[src/rtl/rename_defs.svh]
// Sizes shared by the renamer RTL
// The depths are tied to 32 architectural registers on 64 physical ones
// Changing one count means rechecking the init sequence and the FIFO depths
`ifndef RENAME_DEFS_SVH
`define RENAME_DEFS_SVH

// Architectural integer registers
`define ARCH_REGS 32

// Physical registers behind them
`define PHYS_REGS 64

// Address widths
`define ARCH_AW 5
`define PHYS_AW 6

// Free list and in-use list depth
// Equals the number of physical registers not mapped after init
`define INFLIGHT_DEPTH 32

`endif

[src/rtl/rename_pkg.sv]
// Types shared by the renamer blocks and the testbench
// Widths come from the defines header

`include "rename_defs.svh"

package rename_pkg;

    // Architectural register number
    typedef logic [`ARCH_AW-1:0] arch_addr_t;

    // Physical register number
    typedef logic [`PHYS_AW-1:0] phys_addr_t;

    ////////////////////////////////////////////////////////////////////////////
    // In-use list entry
    ////////////////////////////////////////////////////////////////////////////
    // One issued destination waiting for retire
    // spec_phys is freed on a suppress and prev_phys on a commit
    typedef struct packed {
        arch_addr_t rd;
        phys_addr_t spec_phys;
        phys_addr_t prev_phys;
    } inuse_entry_t;

endpackage

[src/rtl/rename_ifs.sv]
// Internal links between the renamer blocks
// Both bundles are combinational and carry no handshake

//////////////////////////////////////////////////////////////////////////////
// Qualified events from the control block
//////////////////////////////////////////////////////////////////////////////
interface rename_ctrl_if import rename_pkg::*; ();

    // Post-reset init walk
    logic       init_active;
    arch_addr_t init_index;

    // Events already gated by ready
    logic       rename_valid;
    logic       rollback;
    logic       restore;

    // Raw flush, clears the restore-once bits
    logic       flush;

    modport ctrl (
        output init_active, init_index, rename_valid, rollback, restore, flush
    );

    modport free_side (
        input init_active, init_index, rename_valid, rollback
    );

    modport map_side (
        input init_active, init_index, rename_valid, rollback, restore, flush
    );

endinterface

//////////////////////////////////////////////////////////////////////////////
// Retire view of the in-use list head
//////////////////////////////////////////////////////////////////////////////
interface retire_if import rename_pkg::*; ();

    logic         retire_valid;
    logic         suppress;
    inuse_entry_t entry;
    logic         empty;

    modport source    (output retire_valid, suppress, entry, empty);
    modport free_side (input retire_valid, suppress, entry);
    // Map side only needs the entry, restore comes qualified from control
    modport map_side  (input entry);
    modport ctrl_side (input retire_valid, empty);

endinterface

[src/rtl/rename_ctrl.sv]
// Control block of the renamer
// Walks 32 init cycles after reset, then raises ready for good
// Every event is dropped while ready is low

`include "rename_defs.svh"

module rename_ctrl import rename_pkg::*; (
    input  logic       clk,
    input  logic       arst_n,
    input  logic       rename_req,
    input  logic       flush,
    input  logic       issue_valid,
    input  logic       suppress,
    input  logic       retire_valid,
    input  arch_addr_t rd_addr,
    input  arch_addr_t issue_rd_addr,
    output logic       ready,
    rename_ctrl_if.ctrl ctrl,
    retire_if.ctrl_side ret
);

    // Top bit set once all entries are written
    logic [`ARCH_AW:0] init_cnt;
    logic              ready_q;
    logic              last_init;

    ////////////////////////////////////////////////////////////////////////////
    // Init counter and ready flag
    ////////////////////////////////////////////////////////////////////////////
    assign ctrl.init_active = !init_cnt[`ARCH_AW];
    assign ctrl.init_index  = init_cnt[`ARCH_AW-1:0];
    assign last_init = ctrl.init_active && (ctrl.init_index == arch_addr_t'(`ARCH_REGS - 1));

    always_ff @(posedge clk or negedge arst_n) begin
        if (!arst_n) begin
            init_cnt <= '0;
        end else if (ctrl.init_active) begin
            init_cnt <= init_cnt + 1'b1;
        end
    end

    // Rises the cycle after the last map write
    always_ff @(posedge clk or negedge arst_n) begin
        if (!arst_n) begin
            ready_q <= 1'b0;
        end else if (last_init) begin
            ready_q <= 1'b1;
        end
    end

    assign ready = ready_q;

    ////////////////////////////////////////////////////////////////////////////
    // Event qualification
    ////////////////////////////////////////////////////////////////////////////
    // Register zero is never renamed
    assign ctrl.rename_valid = ready_q && rename_req && !flush && (rd_addr != '0);

    // Renamed destination flushed while sitting at issue
    assign ctrl.rollback = ready_q && flush && issue_valid && (issue_rd_addr != '0);

    // Discarded instruction at retire
    assign ctrl.restore = ready_q && retire_valid && suppress;

    assign ctrl.flush = flush;

    // Retire must match an issued destination
    a_retire_not_empty: assert property (
        @(posedge clk) disable iff (!arst_n) ret.retire_valid |-> !ret.empty
    ) else $error("retire with empty in-use list");

endmodule

[src/rtl/free_list.sv]
// Circular FIFO of free physical registers
// Loaded with registers 32 to 63 during init
// No back-pressure exists, overflow and underflow only trip assertions

`include "rename_defs.svh"

module free_list import rename_pkg::*; (
    input  logic       clk,
    input  logic       arst_n,
    rename_ctrl_if.free_side ctrl,
    retire_if.free_side ret,
    output phys_addr_t head
);

    localparam int IDX_W = $clog2(`INFLIGHT_DEPTH);

    phys_addr_t     mem [`INFLIGHT_DEPTH];
    // Pointers carry one wrap bit for full/empty
    logic [IDX_W:0] rd_ptr;
    logic [IDX_W:0] wr_ptr;
    logic [IDX_W:0] count;
    logic           push;
    logic           pop;
    logic           empty;
    logic           full;
    phys_addr_t     push_data;

    assign push = ctrl.init_active || ret.retire_valid;
    assign pop  = ctrl.rename_valid;

    // Init pushes the upper half, retire frees old or new register
    always_comb begin
        if (ctrl.init_active) begin
            push_data = phys_addr_t'(`PHYS_REGS - `INFLIGHT_DEPTH) + phys_addr_t'(ctrl.init_index);
        end else if (ret.suppress) begin
            push_data = ret.entry.spec_phys;
        end else begin
            push_data = ret.entry.prev_phys;
        end
    end

    always_ff @(posedge clk) begin
        if (push) begin
            mem[wr_ptr[IDX_W-1:0]] <= push_data;
        end
    end

    always_ff @(posedge clk or negedge arst_n) begin
        if (!arst_n) begin
            wr_ptr <= '0;
        end else if (push) begin
            wr_ptr <= wr_ptr + 1'b1;
        end
    end

    // Rollback hands the last popped register back
    // It never coincides with a pop since rename needs flush low
    always_ff @(posedge clk or negedge arst_n) begin
        if (!arst_n) begin
            rd_ptr <= '0;
        end else if (ctrl.rollback) begin
            rd_ptr <= rd_ptr - 1'b1;
        end else if (pop) begin
            rd_ptr <= rd_ptr + 1'b1;
        end
    end

    assign count = wr_ptr - rd_ptr;
    assign empty = (count == '0);
    assign full  = count[IDX_W];
    assign head  = mem[rd_ptr[IDX_W-1:0]];

    a_no_pop_empty: assert property (
        @(posedge clk) disable iff (!arst_n) pop |-> !empty
    ) else $error("free list popped while empty");

    a_no_push_full: assert property (
        @(posedge clk) disable iff (!arst_n) push |-> !full
    ) else $error("free list pushed while full");

endmodule

[src/rtl/spec_map_table.sv]
// Speculative architectural-to-physical map
// Single write port, priority init then rollback then restore then rename
// Issue must follow its rename before the next map write for prev_phys to hold

`include "rename_defs.svh"

module spec_map_table import rename_pkg::*; (
    input  logic       clk,
    input  logic       arst_n,
    rename_ctrl_if.map_side ctrl,
    retire_if.map_side ret,
    input  arch_addr_t rd_addr,
    input  arch_addr_t rs1_addr,
    input  arch_addr_t rs2_addr,
    input  arch_addr_t issue_rd_addr,
    input  phys_addr_t new_phys,
    output phys_addr_t phys_rs1,
    output phys_addr_t phys_rs2,
    output phys_addr_t prev_phys
);

    phys_addr_t             map [`ARCH_REGS];
    // Set once an entry was restored since the last flush
    logic [`ARCH_REGS-1:0]  restored;
    phys_addr_t             prev_q;
    logic                   restore_en;
    logic                   map_write;
    arch_addr_t             wr_idx;
    phys_addr_t             wr_data;

    ////////////////////////////////////////////////////////////////////////////
    // Write selection
    ////////////////////////////////////////////////////////////////////////////
    // Only the oldest suppressed write of a register may restore it
    // Later ones would bring back an intermediate mapping
    assign restore_en = ctrl.restore && !restored[ret.entry.rd];

    assign map_write = ctrl.init_active || ctrl.rollback || restore_en || ctrl.rename_valid;

    always_comb begin
        if (ctrl.init_active) begin
            // Identity map for the lower half
            wr_idx  = ctrl.init_index;
            wr_data = phys_addr_t'(ctrl.init_index);
        end else if (ctrl.rollback) begin
            wr_idx  = issue_rd_addr;
            wr_data = prev_q;
        end else if (restore_en) begin
            wr_idx  = ret.entry.rd;
            wr_data = ret.entry.prev_phys;
        end else begin
            wr_idx  = rd_addr;
            wr_data = new_phys;
        end
    end

    always_ff @(posedge clk) begin
        if (map_write) begin
            map[wr_idx] <= wr_data;
        end
    end

    // Old mapping of the register being written, consumed at issue
    always_ff @(posedge clk) begin
        if (map_write) begin
            prev_q <= map[wr_idx];
        end
    end

    assign prev_phys = prev_q;

    ////////////////////////////////////////////////////////////////////////////
    // Restore-once bits
    ////////////////////////////////////////////////////////////////////////////
    always_ff @(posedge clk or negedge arst_n) begin
        if (!arst_n) begin
            restored <= '0;
        end else if (ctrl.flush) begin
            restored <= '0;
        end else if (ctrl.restore) begin
            restored[ret.entry.rd] <= 1'b1;
        end
    end

    // Source lookups
    assign phys_rs1 = map[rs1_addr];
    assign phys_rs2 = map[rs2_addr];

    // Zero must stay on physical zero through rename, rollback and restore
    a_zero_mapping: assert property (
        @(posedge clk) disable iff (!arst_n) !ctrl.init_active |-> (map[0] == '0)
    ) else $error("architectural zero remapped");

endmodule

[src/rtl/inuse_list.sv]
// FIFO of issued destinations in program order
// Head is presented to retire every cycle
// Pop on empty is checked in the control block

`include "rename_defs.svh"

module inuse_list import rename_pkg::*; (
    input  logic       clk,
    input  logic       arst_n,
    input  logic       issued,
    input  arch_addr_t issue_rd_addr,
    input  phys_addr_t issue_phys_rd,
    input  phys_addr_t prev_phys,
    input  logic       retire_valid,
    input  logic       suppress,
    retire_if.source   ret
);

    localparam int IDX_W = $clog2(`INFLIGHT_DEPTH);

    inuse_entry_t   mem [`INFLIGHT_DEPTH];
    logic [IDX_W:0] rd_ptr;
    logic [IDX_W:0] wr_ptr;
    logic [IDX_W:0] count;
    logic           push;
    inuse_entry_t   push_entry;

    // Register zero has nothing to free
    assign push = issued && (issue_rd_addr != '0);

    assign push_entry.rd        = issue_rd_addr;
    assign push_entry.spec_phys = issue_phys_rd;
    assign push_entry.prev_phys = prev_phys;

    always_ff @(posedge clk) begin
        if (push) begin
            mem[wr_ptr[IDX_W-1:0]] <= push_entry;
        end
    end

    always_ff @(posedge clk or negedge arst_n) begin
        if (!arst_n) begin
            wr_ptr <= '0;
            rd_ptr <= '0;
        end else begin
            if (push) begin
                wr_ptr <= wr_ptr + 1'b1;
            end
            if (retire_valid) begin
                rd_ptr <= rd_ptr + 1'b1;
            end
        end
    end

    assign count = wr_ptr - rd_ptr;

    // Retire view
    assign ret.retire_valid = retire_valid;
    assign ret.suppress     = suppress;
    assign ret.entry        = mem[rd_ptr[IDX_W-1:0]];
    assign ret.empty        = (count == '0);

    // More than 32 in flight breaks the no-stall assumption
    a_no_push_full: assert property (
        @(posedge clk) disable iff (!arst_n) push |-> !count[IDX_W]
    ) else $error("in-use list pushed while full");

endmodule

[src/rtl/register_renamer.sv]
// Register renamer top level
// 32 architectural integer registers on 64 physical ones
// Renames never stall, at most 32 destinations may be in flight
// Inputs are plain strobes sampled on the rising clock edge

module register_renamer (
    input  logic                   clk,
    input  logic                   arst_n,
    // Decode
    input  logic                   rename_req,
    input  rename_pkg::arch_addr_t rd_addr,
    input  rename_pkg::arch_addr_t rs1_addr,
    input  rename_pkg::arch_addr_t rs2_addr,
    output rename_pkg::phys_addr_t phys_rd,
    output rename_pkg::phys_addr_t phys_rs1,
    output rename_pkg::phys_addr_t phys_rs2,
    // Issue and flush
    input  logic                   flush,
    input  logic                   issue_valid,
    input  logic                   issued,
    input  rename_pkg::arch_addr_t issue_rd_addr,
    input  rename_pkg::phys_addr_t issue_phys_rd,
    // Retire
    input  logic                   retire_valid,
    input  logic                   suppress,
    output logic                   ready
);

    rename_pkg::phys_addr_t free_head;
    rename_pkg::phys_addr_t prev_phys;

    rename_ctrl_if ctrl_bus ();
    retire_if      retire_bus ();

    rename_ctrl u_ctrl (
        .clk           (clk),
        .arst_n        (arst_n),
        .rename_req    (rename_req),
        .flush         (flush),
        .issue_valid   (issue_valid),
        .suppress      (suppress),
        .retire_valid  (retire_valid),
        .rd_addr       (rd_addr),
        .issue_rd_addr (issue_rd_addr),
        .ready         (ready),
        .ctrl          (ctrl_bus.ctrl),
        .ret           (retire_bus.ctrl_side)
    );

    free_list u_free_list (
        .clk    (clk),
        .arst_n (arst_n),
        .ctrl   (ctrl_bus.free_side),
        .ret    (retire_bus.free_side),
        .head   (free_head)
    );

    spec_map_table u_map (
        .clk           (clk),
        .arst_n        (arst_n),
        .ctrl          (ctrl_bus.map_side),
        .ret           (retire_bus.map_side),
        .rd_addr       (rd_addr),
        .rs1_addr      (rs1_addr),
        .rs2_addr      (rs2_addr),
        .issue_rd_addr (issue_rd_addr),
        .new_phys      (free_head),
        .phys_rs1      (phys_rs1),
        .phys_rs2      (phys_rs2),
        .prev_phys     (prev_phys)
    );

    inuse_list u_inuse (
        .clk           (clk),
        .arst_n        (arst_n),
        .issued        (issued),
        .issue_rd_addr (issue_rd_addr),
        .issue_phys_rd (issue_phys_rd),
        .prev_phys     (prev_phys),
        .retire_valid  (retire_valid),
        .suppress      (suppress),
        .ret           (retire_bus.source)
    );

    // Register zero always maps to physical zero
    assign phys_rd = (rd_addr != '0) ? free_head : '0;

endmodule

[config.mk]
export PLATFORM = sky130hd
export DESIGN_NAME = register_renamer
export DESIGN_NICKNAME = d
export VERILOG_FILES = /design/src/rtl/rename_pkg.sv /design/src/rtl/rename_ifs.sv /design/src/rtl/rename_ctrl.sv /design/src/rtl/free_list.sv /design/src/rtl/spec_map_table.sv /design/src/rtl/inuse_list.sv /design/src/rtl/register_renamer.sv
export VERILOG_INCLUDE_DIRS = /design/src /design/src/rtl
export SDC_FILE = /design/constraint.sdc
export NUM_CORES = 1
export LEC_CHECK = 0
export ABC_CLOCK_PERIOD_IN_PS = 11100
export BUFFER_PORTS_ARGS = -buffer_cell sky130_fd_sc_hd__buf_2
export CORE_MARGIN = 1
export CORE_UTILIZATION = 40
export CTS_CLUSTER_SIZE = 12
export DETAILED_ROUTE_END_ITERATION = 8
export MAX_ROUTING_LAYER = met4
export PLACE_DENSITY = 0.52
export RECOVER_POWER = 50
export SLEW_MARGIN = 5
export SYNTH_ARGS = -nofsm -noshare
export SYNTH_HDL_FRONTEND = slang
export SYNTH_SLANG_ARGS = --single-unit
[constraint.sdc]
create_clock -name clk -period 11.1 [get_ports clk]
set_clock_uncertainty 0.1 [all_clocks]
set_input_delay 1.665 -clock clk [delete_from_list [all_inputs] [get_ports clk]]
set_output_delay 1.665 -clock clk [all_outputs]
set_load 0.05 [all_outputs]
==> qor.yml <==
status: "finished with violations"
violations: "design-rule violations, max-capacitance violations, max-slew violations"
slew_viol_final: 389
ctsHoldBuffers: 0
synth_common_cells: "edfxtp_1 (934), mux4_2 (349), nor2_1 (164)"
relSlewSlack_pct: -144.2
synth_nets: 2200
ys_seq_elements: 993
start_util_pct: 40.45
synth-xor-area-share_pct: 0.3697
dr.pass1.iters: 7
fin_setup_tns_ns: 0
cp.required_ns: 11.31
critical_path.cell_chain: "buf_4 > nor2b_1 > a22oi_1 > nand2_1 > o311ai_0 > clkbuf_1 > mux4_2 > a31oi_4 > o2111a_1 > a31oi_1 > o31ai_4 > buf_4 > nand3_1 > nor2_1"
synth_top_family_by_area: "multiplexers"
grt_pass1_vias: 22490
cts_tree: "built"
synth_area_um2: 42640
period_share_pct: 76.07
cts_resized: 0
hpwl_um: 68450
yosys.area_share.simple_pct: 3.697
gp_congestion: 0.8901
rsz0062_at_grt: "no"
fmax_mhz: 118.4
chipWidth_um: 328.5
fin_crit_ns: 8.444
die_y_um: 328.5
drive_gt1_share_pct: 28.34
drtAntennaViolNets: 0
cp_num_buf_inv: 3
seq_area_frac_synth_pct: 69.24
drt_iter0_markers: 2282
p_leak_nw: 15.15
numPlacedInstances: 3513
ys_warn_count: 0
synth_most_common_cell: "edfxtp_1"
clkLatencyLatePin_ns: 0.67
synth_edf_count: 934
peakVddDrop_mv: 0.2896
path_max_fanout: 49
synth-main-ff-cell: "edfxtp_1"
path_clk_slew_ns: 0.06
wirelength_um: 111800
crit_top_cell: "buf_4"
critPathTopFamily: "buffers and inverters"
pin_count: 53
cp_slowest_cell: "dfrtp_1"
cap_violations: 14
post_drt_wl_per_cell_um: 30.24
drc_errors: 10
synth_top_area_cell: "edfxtp_1"
die_area_um2: 107900
grt_max_degree: 60
post_cts_buffers: 0
antenna_found_initial: 2
syn_area_per_cell_um2: 19.82
num-nets-final: 2276
synthTopCellsByArea: "edfxtp_1 (66%), mux4_2 (18%), dfrtp_1 (3.5%)"
crit_path_max_incr_delay_ns: 1.57
finalNonFillerCells: 3696
startpoint_type: "flop"
netlist_instances: 2151
power_density_nw_per_um2: 266.1
cts_num_sinks: 993
hold_class: "reg -> reg"
root_buffer: "clkbuf_16"
cts_buffer_depth: 3
grt_overflow: 0
cts_buffers: 103
placed_area_um2: 44590
async_flop_share_pct: 5.942
finalSetupViolCount: 0
std_cell_rows: 119
arrival_ns: 8.65
grt_use_total_pct: 21.67
final_area_um2: 47700
synthAdderAreaFrac_pct: 0.4577
grt_pass1_wl_um: 163500
hold_viol_final: 0
via_count: 22060
numPortBuffers: 52
criticalPathCategory: "reg -> reg"
area_growth_pct: 11.87
via_per_inst: 5.969
yosys-mux-area-fraction_pct: 21.89
tightest_slew_ns: 3.663
synth_compound_area_share_pct: 2.761
coreArea_um2: 105400
end_kind: "flop"
htree_num_levels: 3
synth_cell_types: 75
synthDominantCellAreaShare_pct: 65.77
[registers in the layout (all words and copies together) (netlist names)]
register	flops
u_free_list.rd_ptr	5
u_ctrl.ready	1
u_free_list.mem	192
u_map.prev_phys	6
u_inuse.rd_ptr	5
u_ctrl.init_cnt	6
u_map.map	192
u_map.restored	32
u_inuse.mem	544
u_inuse.wr_ptr	5
u_free_list.wr_ptr	5
[per-layer routing]
metal,wire length (um),global-route usage [%]
met5,0,-
met4,2318,5.460
met3,6552,3.087
met2,52890,32.69
met1,50020,31.10
[worst reg2reg max path: cells and delay by family, from the launching register on]
| family | cells | cell delay (ns) |
|---|---|---|
| DFF | 1 | 1.57 |
| muxes | 1 | 0.46 |
| AOI/OAI and AO/OA | 6 | 1.73 |
| buffers and inverters | 3 | 2.27 |
| and+or+nand+nor | 4 | 1.95 |
[placed cells by master (no fill, tap or decap), types with 12 or more instances in the layout]
| cell type | count |
|---|---|
| mux2_2 | 35 |
| nor2_1 | 131 |
| ha_1 | 14 |
| mux4_2 | 349 |
| inv_1 | 14 |
| mux2i_1 | 77 |
| nor2_2 | 24 |
| clkinv_1 | 14 |
| a21oi_1 | 45 |
| nor3_1 | 12 |
| dfrtp_1 | 55 |
| clkbuf_16 | 107 |
| buf_2 | 40 |
| nand2b_1 | 12 |
| o21ai_0 | 14 |
| buf_4 | 33 |
| clkbuf_1 | 62 |
| a22oi_1 | 27 |
| nand3_1 | 27 |
| xnor2_1 | 16 |
| nand2_1 | 50 |
| nor2b_1 | 13 |
| edfxtp_1 | 934 |
[final cells by class]
class / instances / area, um2
fill: 8940 / 57710
sequential: 993 / 29540
multi-input combinational: 1011 / 12590
clock buffer: 149 / 2935
tap: 1391 / 1740
timing repair buffer: 103 / 560.5
clock inverter: 33 / 279.0
inverter: 15 / 56.30
antenna: 1 / 2.502
[power breakdown]
part | switching [mW] | internal (mW)
clock network | 1.42 | 1.92
logic | 2.53 | 1.47
registers | 0.351 | 5.00
[metrics by stage]
stage | setup slack, ns | hold slack, ns | power, mW | utilization, %
finish | 2.656 | 0.3946 | 12.69 | 45.25
global route | 2.203 | 0.4136 | 13.23 | 45.25
CTS | 3.564 | 0.3941 | 12.84 | 45.34
detailed placement | 3.650 | 0.3792 | 9.516 | 42.30
global placement | 3.785 | 0.3756 | 9.452 | 42.30
floorplan | 5.223 | 0.3562 | 7.971 | -
[logic make-up (layout without fill, tap and decap cells)]
logic type | count (synthesis) | after routing
AOI/OAI and AO/OA | 164 | 164
xor gates and xnor gates | 18 | 18
adders and majority gates | 15 | 15
buffers and inverters | 147 | 300
DFF | 993 | 993
muxes | 475 | 475
other | 0 | 1
and+or+nand+nor | 339 | 339
[final timing paths]
kind	cells after the start	start	slack (ns)	end
max	14	u_inuse.rd_ptr[2]	2.66	u_map.map[27][1]
min	2	u_map.restored[31]	0.39	u_map.restored[31]
max reg2reg	14	u_inuse.rd_ptr[2]	2.66	u_map.map[27][1]
min reg2reg	2	u_map.restored[31]	0.39	u_map.restored[31]
max in group asynchronous	2	arst_n	6.04	u_free_list.rd_ptr[0]
min in group asynchronous	2	arst_n	2.25	u_map.restored[7]
Note: power is estimated with default switching activity, not from simulation.
